===== src/rtl/mem_io_pkg.sv =====
`default_nettype none

package mem_io_pkg;

   // ----------------------------------------------------------
   // Widths
   // ----------------------------------------------------------
   localparam int ADDR_SZ = 32;                              // Load/store address width
   localparam int RSZ     = 32;                              // Data word width

   // ----------------------------------------------------------
   // Address map
   // ----------------------------------------------------------
   // Internal register window, machine timer block
   localparam logic [ADDR_SZ-1:0] INT_IO_LO     = 32'h0200_0000;
   localparam logic [ADDR_SZ-1:0] INT_IO_HI     = 32'h0200_FFFF;
   localparam logic [ADDR_SZ-1:0] MSIP_ADDR     = 32'h0200_0000; // One word
   localparam logic [ADDR_SZ-1:0] MTIMECMP_ADDR = 32'h0200_4000; // Two words, low first
   localparam logic [ADDR_SZ-1:0] MTIME_ADDR    = 32'h0200_BFF8; // Two words, low first

   // External I/O window, everything else goes to the L1 D$
   localparam logic [ADDR_SZ-1:0] EXT_IO_LO     = 32'h1000_0000;
   localparam logic [ADDR_SZ-1:0] EXT_IO_HI     = 32'h1FFF_FFFF;

   // Access size in bytes
   typedef logic [2:0] size_t;
   localparam size_t SZ_BYTE = 3'd1;
   localparam size_t SZ_HALF = 3'd2;
   localparam size_t SZ_WORD = 3'd4;                         // Only size allowed on timer regs

   // ----------------------------------------------------------
   // Port payloads
   // ----------------------------------------------------------
   typedef struct packed {
      logic [ADDR_SZ-1:0] rw_addr;                           // Load/store address
      logic               rd;                                // Load
      logic               wr;                                // Store
      logic [RSZ-1:0]     wr_data;                           // Store data
      size_t              size;                              // 1, 2 or 4 bytes
      logic               zero_ext;                          // 1 = zero extend load
   } dc_req_t;

   typedef struct packed {
      logic [RSZ-1:0] data;                                  // Load data from D$
   } dc_rsp_t;

   typedef struct packed {
      logic [ADDR_SZ-1:0] addr;
      logic               rd;
      logic               wr;
      logic [RSZ-1:0]     wr_data;
   } io_req_t;

   typedef struct packed {
      logic [RSZ-1:0] data;
      logic           fault;                                 // Device reported an access fault
   } io_rsp_t;

   // Timer register select
   typedef enum logic [2:0] {
      MMR_MSIP,
      MMR_MTIME_LO,
      MMR_MTIME_HI,
      MMR_MTIMECMP_LO,
      MMR_MTIMECMP_HI
   } mmr_sel_t;

endpackage

`default_nettype wire


===== src/rtl/port_if.sv =====
`default_nettype none
`timescale 1ns/1ps

// Decoder to outward bus port link, payload types set per instance
interface port_if #(
   parameter type req_t = logic,
   parameter type rsp_t = logic
);

   logic start;                                              // One cycle, decoder to port
   req_t req;                                                // Valid with start
   logic done;                                               // One cycle, port to decoder
   rsp_t rsp;                                                // Valid with done

   // Decoder side
   modport ctrl (
      output start,
      output req,
      input  done,
      input  rsp
   );

   // Bus port side
   modport port (
      input  start,
      input  req,
      output done,
      output rsp
   );

endinterface

`default_nettype wire


===== src/rtl/mmr_if.sv =====
`default_nettype none
`timescale 1ns/1ps

// Decoder to timer register block
interface mmr_if;
   import mem_io_pkg::*;

   logic           wr;                                       // Write strobe, acts at the clock edge
   mmr_sel_t       sel;                                      // Register being accessed
   logic [RSZ-1:0] wr_data;
   logic [RSZ-1:0] rd_data;                                  // Combinational, follows sel

   modport ctrl (
      output wr,
      output sel,
      output wr_data,
      input  rd_data
   );

   modport regs (
      input  wr,
      input  sel,
      input  wr_data,
      output rd_data
   );

endinterface

`default_nettype wire


===== src/rtl/mem_io_decode.sv =====
`default_nettype none
`timescale 1ns/1ps

module mem_io_decode (
   input  logic                             clk_in,
   input  logic                             reset,

   // MEM stage request, held until mem_ack
   input  logic                             mem_req,
   input  logic [mem_io_pkg::ADDR_SZ-1:0]   mem_addr,
   input  logic                             mem_rd,
   input  logic                             mem_wr,
   input  logic [mem_io_pkg::RSZ-1:0]       mem_wr_data,
   input  mem_io_pkg::size_t                mem_size,
   input  logic                             mem_zero_ext,

   output logic                             mem_ack,       // One cycle
   output logic [mem_io_pkg::RSZ-1:0]       mem_ack_data,
   output logic                             mem_ack_fault,

   port_if.ctrl                             dc_bus,        // To the L1 D$ port
   port_if.ctrl                             io_bus,        // To the external I/O port
   mmr_if.ctrl                              mmr            // Timer registers
);
   import mem_io_pkg::*;

   typedef enum logic [1:0] {
      TGT_DC,                                                // L1 data cache
      TGT_IO,                                                // External I/O
      TGT_REG,                                               // Timer register
      TGT_FAULT                                              // Bad internal access
   } tgt_t;

   logic           busy;                                     // Request in flight
   logic           accept;
   tgt_t           cls;                                      // Class of the address on mem_addr
   tgt_t           tgt;                                      // Class of the request in flight
   mmr_sel_t       reg_sel;
   logic           reg_hit;                                  // mem_addr names a timer register
   logic [RSZ-1:0] int_data;                                 // Register read, returned next cycle

   assign accept = mem_req & ~busy;

   // ----------------------------------------------------------
   // Address classification
   // ----------------------------------------------------------
   always_comb begin
      reg_hit = 1'b1;
      case (mem_addr)
         MSIP_ADDR:             reg_sel = MMR_MSIP;
         MTIME_ADDR:            reg_sel = MMR_MTIME_LO;
         MTIME_ADDR + 32'd4:    reg_sel = MMR_MTIME_HI;
         MTIMECMP_ADDR:         reg_sel = MMR_MTIMECMP_LO;
         MTIMECMP_ADDR + 32'd4: reg_sel = MMR_MTIMECMP_HI;
         default: begin
            reg_sel = MMR_MSIP;
            reg_hit = 1'b0;                                  // Hole in the internal window
         end
      endcase

      if ((mem_addr >= INT_IO_LO) && (mem_addr <= INT_IO_HI))
         cls = (reg_hit && (mem_size == SZ_WORD)) ? TGT_REG : TGT_FAULT;
      else if ((mem_addr >= EXT_IO_LO) && (mem_addr <= EXT_IO_HI))
         cls = TGT_IO;
      else
         cls = TGT_DC;
   end

   // Register access happens in the accept cycle itself
   assign mmr.sel     = reg_sel;
   assign mmr.wr_data = mem_wr_data;
   assign mmr.wr      = accept & (cls == TGT_REG) & mem_wr; // Write lands at the accept edge

   // ----------------------------------------------------------
   // Busy state and port starts
   // ----------------------------------------------------------
   always_ff @(posedge clk_in) begin
      if (reset) begin
         busy         <= 1'b0;
         tgt          <= TGT_DC;
         dc_bus.start <= 1'b0;
         io_bus.start <= 1'b0;
      end else begin
         dc_bus.start <= accept & (cls == TGT_DC);          // Pulse in cycle after accept
         io_bus.start <= accept & (cls == TGT_IO);
         if (accept) begin
            busy <= 1'b1;
            tgt  <= cls;
         end else if (mem_ack)
            busy <= 1'b0;                                    // Idle after the ack cycle
      end
   end

   // Payloads, captured at the accept edge
   always_ff @(posedge clk_in) begin
      if (accept) begin
         int_data   <= mmr.rd_data;                          // Value before any write
         dc_bus.req <= dc_req_t'{rw_addr: mem_addr, rd: mem_rd, wr: mem_wr,
                                 wr_data: mem_wr_data, size: mem_size,
                                 zero_ext: mem_zero_ext};
         io_bus.req <= io_req_t'{addr: mem_addr, rd: mem_rd, wr: mem_wr,
                                 wr_data: mem_wr_data};
      end
   end

   // ----------------------------------------------------------
   // Response select
   // ----------------------------------------------------------
   always_comb begin
      case (tgt)
         TGT_DC: begin
            mem_ack       = dc_bus.done;
            mem_ack_data  = dc_bus.rsp.data;
            mem_ack_fault = 1'b0;                            // D$ never faults here
         end
         TGT_IO: begin
            mem_ack       = io_bus.done;
            mem_ack_data  = io_bus.rsp.data;
            mem_ack_fault = io_bus.rsp.fault;
         end
         default: begin
            mem_ack       = busy;                            // Internal, busy lasts one cycle
            mem_ack_data  = int_data;
            mem_ack_fault = (tgt == TGT_FAULT);
         end
      endcase
   end

   // A port reply may only surface for a request that is in flight
   a_ack_busy: assert property (@(posedge clk_in) disable iff (reset) mem_ack |-> busy);

endmodule

`default_nettype wire


===== src/rtl/bus_port.sv =====
`default_nettype none
`timescale 1ns/1ps

// Outward req/ack bus, one access at a time
module bus_port #(
   parameter type req_t = logic,
   parameter type rsp_t = logic
) (
   input  logic clk_in,
   input  logic reset,

   port_if.port ctrl,                                        // From the decoder

   output logic out_req,                                     // Held until ack
   output req_t out_req_data,
   input  logic ack,                                         // One cycle from the target
   input  rsp_t ack_rsp                                      // Valid with ack
);

   // ----------------------------------------------------------
   // Handshake control
   // ----------------------------------------------------------
   always_ff @(posedge clk_in) begin
      if (reset) begin
         out_req   <= 1'b0;
         ctrl.done <= 1'b0;
      end else begin
         ctrl.done <= out_req & ack;                         // Pulse the cycle after ack
         if (ctrl.start)
            out_req <= 1'b1;                                 // Up from the edge after start
         else if (ack)
            out_req <= 1'b0;
      end
   end

   // Payload capture
   always_ff @(posedge clk_in) begin
      if (ctrl.start)
         out_req_data <= ctrl.req;
      if (out_req & ack)
         ctrl.rsp <= ack_rsp;                                // Returned with done
   end

   // ----------------------------------------------------------
   // Checks
   // ----------------------------------------------------------
   // Decoder must wait for done before starting again
   a_no_overlap: assert property (@(posedge clk_in) disable iff (reset)
      ctrl.start |-> !out_req && !ctrl.done);

   // Target sees a steady request through all wait cycles
   a_req_stable: assert property (@(posedge clk_in) disable iff (reset)
      out_req && !ack |=> out_req && $stable(out_req_data));

endmodule

`default_nettype wire


===== src/rtl/clint.sv =====
`default_nettype none
`timescale 1ns/1ps

module clint (
   input  logic clk_in,
   input  logic reset,

   mmr_if.regs  mmr,                                         // Word access from the decoder

   output logic time_irq,                                    // mtime >= mtimecmp
   output logic sw_irq                                       // msip bit 0
);
   import mem_io_pkg::*;

   logic [2*RSZ-1:0] mtime;                                  // Free running, one per clock
   logic [2*RSZ-1:0] mtimecmp;
   logic             msip;                                   // Only bit 0 is implemented

   logic             mtime_lo_wr, mtime_hi_wr;
   logic             mtimecmp_lo_wr, mtimecmp_hi_wr;
   logic             msip_wr;

   // Write decode
   assign msip_wr        = mmr.wr & (mmr.sel == MMR_MSIP);
   assign mtime_lo_wr    = mmr.wr & (mmr.sel == MMR_MTIME_LO);
   assign mtime_hi_wr    = mmr.wr & (mmr.sel == MMR_MTIME_HI);
   assign mtimecmp_lo_wr = mmr.wr & (mmr.sel == MMR_MTIMECMP_LO);
   assign mtimecmp_hi_wr = mmr.wr & (mmr.sel == MMR_MTIMECMP_HI);

   // ----------------------------------------------------------
   // Timer counter
   // ----------------------------------------------------------
   always_ff @(posedge clk_in) begin
      if (reset)
         mtime <= '0;
      else if (mtime_lo_wr)
         mtime[RSZ-1:0] <= mmr.wr_data;                      // High half holds, no count
      else if (mtime_hi_wr)
         mtime[2*RSZ-1:RSZ] <= mmr.wr_data;
      else
         mtime <= mtime + 64'd1;
   end

   // Compare and software interrupt registers
   always_ff @(posedge clk_in) begin
      if (reset) begin
         mtimecmp <= '1;                                     // Far future, no timer irq
         msip     <= 1'b0;
      end else begin
         if (mtimecmp_lo_wr)
            mtimecmp[RSZ-1:0] <= mmr.wr_data;
         if (mtimecmp_hi_wr)
            mtimecmp[2*RSZ-1:RSZ] <= mmr.wr_data;
         if (msip_wr)
            msip <= mmr.wr_data[0];
      end
   end

   // ----------------------------------------------------------
   // Read mux and interrupts
   // ----------------------------------------------------------
   always_comb begin
      case (mmr.sel)
         MMR_MTIME_LO:    mmr.rd_data = mtime[RSZ-1:0];
         MMR_MTIME_HI:    mmr.rd_data = mtime[2*RSZ-1:RSZ];
         MMR_MTIMECMP_LO: mmr.rd_data = mtimecmp[RSZ-1:0];
         MMR_MTIMECMP_HI: mmr.rd_data = mtimecmp[2*RSZ-1:RSZ];
         default:         mmr.rd_data = {{(RSZ-1){1'b0}}, msip}; // Upper msip bits read zero
      endcase
   end

   assign time_irq = (mtime >= mtimecmp);                    // Full 64 bit compare
   assign sw_irq   = msip;

endmodule

`default_nettype wire


===== src/rtl/mem_io_top.sv =====
`default_nettype none
`timescale 1ns/1ps

module mem_io_top (
   input  logic                             clk_in,
   input  logic                             reset,

   // MEM stage side
   input  logic                             mem_req,
   input  logic [mem_io_pkg::ADDR_SZ-1:0]   mem_addr,
   input  logic                             mem_rd,
   input  logic                             mem_wr,
   input  logic [mem_io_pkg::RSZ-1:0]       mem_wr_data,
   input  mem_io_pkg::size_t                mem_size,
   input  logic                             mem_zero_ext,
   output logic                             mem_ack,
   output logic [mem_io_pkg::RSZ-1:0]       mem_ack_data,
   output logic                             mem_ack_fault,

   // L1 data cache
   output logic                             dc_req,        // Held until dc_ack
   output logic [mem_io_pkg::ADDR_SZ-1:0]   dc_rw_addr,
   output logic                             dc_rd,
   output logic                             dc_wr,
   output logic [mem_io_pkg::RSZ-1:0]       dc_wr_data,
   output mem_io_pkg::size_t                dc_size,
   output logic                             dc_zero_ext,
   input  logic                             dc_ack,
   input  logic [mem_io_pkg::RSZ-1:0]       dc_ack_data,

   // External I/O
   output logic                             io_req,        // Held until io_ack
   output logic [mem_io_pkg::ADDR_SZ-1:0]   io_addr,
   output logic                             io_rd,
   output logic                             io_wr,
   output logic [mem_io_pkg::RSZ-1:0]       io_wr_data,
   input  logic                             io_ack,
   input  logic                             io_ack_fault,
   input  logic [mem_io_pkg::RSZ-1:0]       io_ack_data,

   // Interrupts
   output logic                             time_irq,
   output logic                             sw_irq
);
   import mem_io_pkg::*;

   port_if #(.req_t(dc_req_t), .rsp_t(dc_rsp_t)) dc_bus ();
   port_if #(.req_t(io_req_t), .rsp_t(io_rsp_t)) io_bus ();
   mmr_if                                        mmr ();

   dc_req_t dc_req_s;
   dc_rsp_t dc_rsp_s;
   io_req_t io_req_s;
   io_rsp_t io_rsp_s;

   // ----------------------------------------------------------
   // Struct to pin mapping
   // ----------------------------------------------------------
   assign dc_rw_addr  = dc_req_s.rw_addr;
   assign dc_rd       = dc_req_s.rd;
   assign dc_wr       = dc_req_s.wr;
   assign dc_wr_data  = dc_req_s.wr_data;
   assign dc_size     = dc_req_s.size;
   assign dc_zero_ext = dc_req_s.zero_ext;
   assign dc_rsp_s    = '{data: dc_ack_data};

   assign io_addr     = io_req_s.addr;
   assign io_rd       = io_req_s.rd;
   assign io_wr       = io_req_s.wr;
   assign io_wr_data  = io_req_s.wr_data;
   assign io_rsp_s    = '{data: io_ack_data, fault: io_ack_fault};

   // ----------------------------------------------------------
   // Blocks
   // ----------------------------------------------------------
   mem_io_decode decoder (
      .clk_in, .reset,
      .mem_req, .mem_addr, .mem_rd, .mem_wr, .mem_wr_data, .mem_size, .mem_zero_ext,
      .mem_ack, .mem_ack_data, .mem_ack_fault,
      .dc_bus (dc_bus.ctrl),
      .io_bus (io_bus.ctrl),
      .mmr    (mmr.ctrl)
   );

   bus_port #(.req_t(dc_req_t), .rsp_t(dc_rsp_t)) dc_port (
      .clk_in, .reset,
      .ctrl         (dc_bus.port),
      .out_req      (dc_req),
      .out_req_data (dc_req_s),
      .ack          (dc_ack),
      .ack_rsp      (dc_rsp_s)
   );

   bus_port #(.req_t(io_req_t), .rsp_t(io_rsp_t)) io_port (
      .clk_in, .reset,
      .ctrl         (io_bus.port),
      .out_req      (io_req),
      .out_req_data (io_req_s),
      .ack          (io_ack),
      .ack_rsp      (io_rsp_s)
   );

   clint timer (
      .clk_in, .reset,
      .mmr      (mmr.regs),
      .time_irq,
      .sw_irq
   );

endmodule

`default_nettype wire


===== config.mk =====
export PLATFORM = sky130hd
export DESIGN_NAME = mem_io_top
export DESIGN_NICKNAME = d
export VERILOG_FILES = /design/src/rtl/mem_io_pkg.sv /design/src/rtl/port_if.sv /design/src/rtl/mmr_if.sv /design/src/rtl/mem_io_decode.sv /design/src/rtl/bus_port.sv /design/src/rtl/clint.sv /design/src/rtl/mem_io_top.sv
export SDC_FILE = /design/constraint.sdc
export NUM_CORES = 1
export LEC_CHECK = 0
export BUFFER_PORTS_ARGS = -buffer_cell sky130_fd_sc_hd__buf_2
export CAP_MARGIN = 20
export CELL_PAD_IN_SITES_DETAIL_PLACEMENT = 1
export CELL_PAD_IN_SITES_GLOBAL_PLACEMENT = 2
export CORE_AREA = 2 2 236 238
export CTS_CLUSTER_DIAMETER = 60
export DETAILED_ROUTE_END_ITERATION = 10
export DIE_AREA = 0 0 238 240
export PLACE_DENSITY_LB_ADDON = 0.1
export SLEW_MARGIN = 20
export SYNTH_ARGS = -nofsm -noshare
export SYNTH_HDL_FRONTEND = slang
export SYNTH_HIERARCHICAL = 1
export SYNTH_SLANG_ARGS = --single-unit

===== constraint.sdc =====
create_clock -name clk_in -period 6 [get_ports clk_in]
set_input_delay 0.3 -clock clk_in [delete_from_list [all_inputs] [get_ports clk_in]]
set_output_delay 0.3 -clock clk_in [all_outputs]
set_load 0.005 [all_outputs]

==> metrics.yaml, run 1 <==
place:
  dp_slack_ns: 1.49
  place_congestion: 0.860
  place_area_um2: 21300
  place_hpwl_um: 47000
  port-buffer-count: 313
grt:
  grt_start_max_net_pins: 73
  antenna_found_initial: 2
  overflow: 0
  grt_pass1_vias: 15420
  track_usage: 0.234
  grt_pass1_wl_um: 101000
job:
  cap_violations: 0
timing:
  layout_setup_ws_ns: 1.61
  rsz0062_at_grt: "false"
  hold_violations: 0
  setup_viol: 0
  tns_ns: 0
  clock.fmax_mhz: 228
  tightestPinTransition_ns: 1.06
  timing.final.max_slew_violations: 0
  period_needed_ns: 4.39
  period_share: 0.731
  clock_skew_ns: 0.0139
  slew_headroom: 0.292
drt:
  via_count: 15096
  antenna_left: 0
  drt_pass1_iterations: 5
  wire_per_inst_um: 24.3
  drtIter0Drc: 1027
  via_per_inst: 5.39
  wl_um: 68200
  drc: 0
yosys:
  synthArstFlopShare: 0
  synth_cell_types: 87
  synth_edf_count: 303
  ys_seq_area_frac: 0.595
  synth_warnings: 6
  syn_nets: 1943
  synth_area_um2: 19900
  syn_area_per_cell_um2: 11.5
  synth_seq_cells: 441
  synth-main-ff-cell: "edfxtp_1"
  postSynthCellCount: 1738
cts:
  clock-sinks: 441
  h-tree-depth: 2
  worst_setup_hold_path_clk_slew_ns: 0.06
  cts_root_buf: "clkbuf_16"
  cts_buffer_depth: 3
  cts_buffers: 53
  insertion_delay_ns: 0.61
  cts_tree: "built"
  cts_setup_buffers: 0
floorplanning:
  die-area_um2: 57100
  ios: 314
  rows: 86
  core_um2: 54700
  dieHeight_um: 240
  die_w_um: 238
  start_util: 0.364
layout:
  nNetsFinal: 2255
  drive_gt1_frac: 0.220
  syn_to_final_growth_pct: 22.3
  final_cell_area_um2: 24400
  n_fill_cell: 5895
  finish.utilization: 0.446
worst_setup_path:
  worst-setup-path-type: "input pin to flip-flop"
  end_kind: "flip-flop"
  crit_fanout: 31
  cp-start-kind: "input pin"
  required_ns: 6.52
  critPathArrivalTime_ns: 4.91
power_and_ir_drop:
  power_density_nw_per_um2: 281
  power.leakage_nw: 9.58
  peakVddDrop_mv: 0.188
hold_path:
  hold_path_class: "input pin to flip-flop"
run_status:
  status: "finished, final reports clean"
-- layer usage --
layer / up-vias / GRT usage / wire, um
met3: 72 / 0.0416 / 3570
met5: - / 0 / 0
met2: 397 / 0.378 / 31800
met1: 7585 / 0.328 / 31600
met4: 0 / 0.0570 / 1250
li1: 7042 / - / -
-- logic make-up (layout without fill, tap and decap cells) --
family | Yosys count | count (layout) | share of synthesized area
fa+ha+maj | 65 | 65 | 0.0408
mux | 38 | 38 | 0.0192
flops | 441 | 441 | 0.595
other cells | 0 | 4 | 0
buf+inv | 280 | 637 | 0.0765
simple gates | 495 | 495 | 0.126
compound gates | 416 | 416 | 0.140
xor+xnor | 3 | 3 | 0.00132
-- path summary, 6_finish.rpt --
check | cells past startpoint | endpoint | from | slack [ns]
max | 12 | timer/mtime[37] | mem_addr[29] | 1.61
min | 1 | decoder/io_bus.req[24] | mem_wr_data[24] | 0.02
max reg2reg | 10 | timer/mtime[48] | decoder/busy | 2.09
min reg2reg | 0 | dc_port/out_req_data[3] | decoder/dc_bus.req[3] | 0.42
-- synthesized netlist by cell type, drive strengths merged, types with 9 or more instances --
cell | number | share of area
nand2 | 213 | 0.040
nor3 | 24 | 0.0060
edfxtp | 303 | 0.46
nand3 | 29 | 0.0085
nor4 | 24 | 0.0094
and3 | 19 | 0.0062
a21oi | 65 | 0.017
nor2 | 75 | 0.014
inv | 79 | 0.015
a21o | 21 | 0.0079
a211oi | 11 | 0.0041
nand4 | 39 | 0.013
and2 | 14 | 0.0047
a31oi | 24 | 0.0075
o31ai | 9 | 0.0034
clkbuf | 82 | 0.018
or3 | 10 | 0.0031
dfxtp | 138 | 0.14
o211ai | 74 | 0.028
and4 | 10 | 0.0046
buf | 119 | 0.043
o21ai | 82 | 0.021
mux2i | 36 | 0.018
ha | 65 | 0.041
a22oi | 86 | 0.032
-- critical path, cell delays in order --
cell and delay [ns]:
dlygate4sd3_1 0.54, buf_2 0.13, nor3_1 0.45, nand4_1 0.20, nor4_2 0.57, and3_1 0.61
nor3b_1 0.18, nand2_1 0.12, buf_4 0.34, nand2_1 0.61, or4_1 0.68, a31oi_1 0.17
-- timing repair --
item / 4_1_cts / 5_1_grt
setup endpoints to repair: 0 / 0
hold endpoints to repair: 126 / 0
gates resized for setup: 0 / 0
hold buffers: 125 / 0
-- state kept, by name (all words and copies together) (netlist names) --
signal / flops
io_port/ctrl.rsp: 33
timer/mtimecmp: 64
decoder/int_data: 32
io_port/ctrl.done: 1
dc_port/ctrl.done: 1
dc_port/out_req_data: 70
decoder/dc_bus.req: 4
dc_port/out_req: 1
decoder/busy: 1
decoder/io_bus.start: 1
dc_port/ctrl.rsp: 32
decoder/io_bus.req: 66
decoder/tgt: 2
io_port/out_req: 1
timer/sw_irq: 1
decoder/dc_bus.start: 1
io_port/out_req_data: 66
timer/mtime: 64
-- per-stage QoR --
stage	total power, mW	hold WS (ns)	cells
after floorplan	3.53	0.362	1738
after global placement	3.61	0.401	2573
after detailed placement	3.62	0.407	2573
after CTS	6.93	0.00314	2798
after global routing	7.06	0.0124	2800
final	6.84	0.0247	2803
-- layout make-up --
cell class	count	area, um^2	share of cell area
inverter	79	300	0.0123
multi-input combinational	1017	6570	0.270
antenna	4	10.0	0.000411
tap	704	881	0.0362
clock inverter	37	368	0.0151
timing repair buffer	458	2980	0.122
sequential	441	11900	0.487
clock buffer	63	1370	0.0564
-- report_power, final --
group	switching, mW	internal, mW	leakage [nW]
Clock	1.35	1.87	0.839
Sequential	0.0329	3.33	3.93
Combinational	0.149	0.117	4.81
Total	1.53	5.31	9.58
-- cell usage in the layout (no fill, tap or decap), drive strengths merged, types with 5 or more instances in the layout --
cell and n:
a211oi 11, a21o 21, a21oi 65, a221oi 6
a22oi 86, a31oi 24, a41oi 5, and2 14
and3 19, and4 10, buf 333, bufinv 5
clkbuf 63, clkinv 23, dfxtp 138, dlygate4sd3 125
edfxtp 303, ha 65, inv 84, mux2i 36
nand2 213, nand2b 7, nand3 29, nand4 39
nor2 75, nor3 24, nor4 24, o211ai 74
o21ai 82, o31ai 9, or2 5, or3 10
or4 6
No activity file was read; power rests on OpenSTA's default activity.
==> inputs of run 2 (changes only) <==
Clock period 6 ns to 4.2 ns, I/O delays scaled along.
==> run 2 against run 1 <==
Sequential share of layout area decreased by 0.56 points. Register-to-register slack worse by 0.98 ns. Setup slack got worse by 1.1 ns. Total power up 43%. Critical path type unchanged.
==> metrics.yaml, run 2 (synthesized netlist as in run 1, its figures left out) <==
timing:
  hold_violations: 0  # unchanged
  rsz0062_at_grt: "false"
  timing.final.max_slew_violations: 0  # unchanged
  setup_viol: 0  # unchanged
  tns_ns: 0  # unchanged
  clock.fmax_mhz: 270
  slew_headroom: 0.284  # -0.00781
  tightestPinTransition_ns: 1.07  # +0.0117 ns
  clock_skew_ns: 0.0158  # +0.00191 ns
  period_share: 0.881
  period_needed_ns: 3.70
  layout_setup_ws_ns: 0.498  # -1.12 ns
floorplanning:
  ios: 314  # unchanged
  dieHeight_um: 240  # unchanged
  rows: 86  # unchanged
  core_um2: 54700  # unchanged
  die_w_um: 238  # unchanged
  start_util: 0.364  # unchanged
  die-area_um2: 57100  # unchanged
cts:
  cts_tree: "built"
  cts_buffers: 52  # -1.9%
  cts_root_buf: "clkbuf_16"
  h-tree-depth: 2  # unchanged
  insertion_delay_ns: 0.60  # about the same
  worst_setup_hold_path_clk_slew_ns: 0.06  # about the same
  cts_resized: 0  # unchanged
  clock-sinks: 441  # unchanged
  cts_buffer_depth: 3  # unchanged
drt:
  wire_per_inst_um: 24.8  # +2.0%
  via_count: 15440  # +2.3%
  drc: 0  # unchanged
  antenna_left: 0  # unchanged
  drt_pass1_iterations: 5  # unchanged
  wl_um: 70300  # +3.0%
  drtIter0Drc: 964  # -6.1%
  via_per_inst: 5.46  # +1.3%
layout:
  reg_top3: "dc_port/out_req_data (70), decoder/io_bus.req (66), io_port/out_req_data (66)"
  syn_to_final_growth_pct: 23.7
  multi_input_area_um2: 6570  # about the same
  drive_gt1_frac: 0.228  # +0.00782
  nNetsFinal: 2287  # +1.4%
  largest_reg_flops: 70  # unchanged
  final_common_cell: "buf_2"
  n_fill_cell: 5920  # +0.42%
  area.sequential_um2: 11900  # unchanged
  regMostFlops: "dc_port/out_req_data"
  final_cell_mix: "313 x buf_2, 303 x edfxtp_1, 212 x nand2_1"
worst_setup_path:
  cp-start-kind: "input pin"
  critPathBufInv: 4  # +1
  critPathArrivalTime_ns: 4.22  # -0.69 ns
  crit_path_cell_trace: "dlygate4sd3_1 > buf_2 > nor3_1 > nand4_1 > nor4_2 > buf_4 > and3_1 > nand3b_1 > or2_2 > nand2_1 > buf_4 > nor4b_1 > nand4_1 > a31oi_1"
  cp-endpoint: "timer/mtime[59]"
  crit_fanout: 14  # -55%
  cp_top_family: "simple AND/OR/NAND/NOR gates"
  required_ns: 4.72  # -1.80 ns
  crit-reg2reg-launch: "timer/mtime[0]"
  worst_path_largest_cell_delay_ns: 0.58  # -0.10 ns
  slowest_stage: "nor3_1"
  r2r_end: "timer/mtime[49]"
  critical_path_depth: 14  # +2
  worst-setup-path-type: "input pin to flip-flop"
  end_kind: "flip-flop"
  critPathLaunch: "mem_addr[31]"
  r2r_slack_ns: 1.11  # -0.98 ns
  reg2regPathDepth: 6  # -4
power_and_ir_drop:
  switching_share: 0.222  # -0.00147
  finalPower_mw: 9.76  # +43%
  power_frac_comb: 0.040  # about the same
  seq_power_share: 0.492  # about the same
  p_clk_frac: 0.468  # -0.002
  power.leakage_nw: 9.73  # +1.6%
  p_int_mw: 7.59  # +43%
  switchingPower_mw: 2.17  # +42%
  power_density_nw_per_um2: 396  # +41%
  peakVddDrop_mv: 0.261  # +39%
grt:
  grt_pass1_wl_um: 103000  # +2.6%
  track_usage: 0.241  # +0.00689
  grt_start_max_net_pins: 96  # +32%
  grt_pass1_vias: 15769  # +2.3%
  overflow: 0  # unchanged
  antenna_found_initial: 3  # +1
job:
  cap_violations: 0  # unchanged
place:
  place_hpwl_um: 48900  # +4.0%
  dp_slack_ns: 0.492  # -1.00 ns
  place_congestion: 0.850  # -1.3%
  port-buffer-count: 313  # unchanged
hold_path:
  hold_path_class: "input pin to flip-flop"
run_status:
  status: "finished, final reports clean"
-- run 2: cell count changes in the layout (fill, tap and decap cells not counted), sizes merged --
cell,delta
diode,-3
clkinvlp,+3
clkbuf,+1
inv,+1
clkinv,-8
buf,+20
bufinv,-1
dlygate4sd3,+13
-- run 2: cell type report --
cell class	instances	area share
antenna	1	0.000102
sequential	441	0.482
multi-input combinational	1017	0.267
clock buffer	64	0.0575
inverter	79	0.0122
tap	704	0.0358
timing repair buffer	491	0.133
clock inverter	32	0.0125
-- run 2: power groups by stage --
stage	sequential, mW	combinational, mW	clock (mW)
CTS	4.81	0.377	4.66
global placement	4.90	0.263	0
global route	4.82	0.413	4.84
detailed placement	4.91	0.268	0
finish	4.80	0.386	4.57
floorplan	4.89	0.145	0
-- run 2: routing by layer --
metal	vias up	GRT usage	wire length (um)
met5	-	0	0
met4	0	0.0712	1900
met3	100	0.0374	3420
met2	410	0.394	33000
met1	7831	0.332	31900
li1	7099	-	-
-- run 2: worst min-delay path by stage --
stage / to / slack, ns / startpoint / cells past startpoint
after floorplan: dc_port/out_req / 0.27 / reset / 1
after global placement: decoder/dc_bus.req[0] / 0.39 / mem_zero_ext / 1
after detailed placement: dc_port/ctrl.rsp[16] / 0.39 / dc_ack_data[16] / 1
after CTS: io_port/ctrl.done / 0.02 / reset / 2
after global routing: io_port/ctrl.done / 0.03 / reset / 2
final: dc_port/ctrl.done / 0.04 / reset / 2
-- run 2: metrics by stage --
stage | util | std cells | instance area (um^2) | hold WS (ns)
floorplan | - | 1738 | 19900 | 0.272
global placement | 0.393 | 2593 | 21500 | 0.387
detailed placement | 0.393 | 2593 | 21500 | 0.388
CTS | 0.450 | 2827 | 24600 | 0.0191
global route | 0.451 | 2829 | 24600 | 0.0268
finish | 0.451 | 2829 | 24600 | 0.0384
-- run 2: what timing repair did --
action,CTS,global route
hold endpoints to repair,205,0
buffers inserted,0,0
hold buffers,138,0
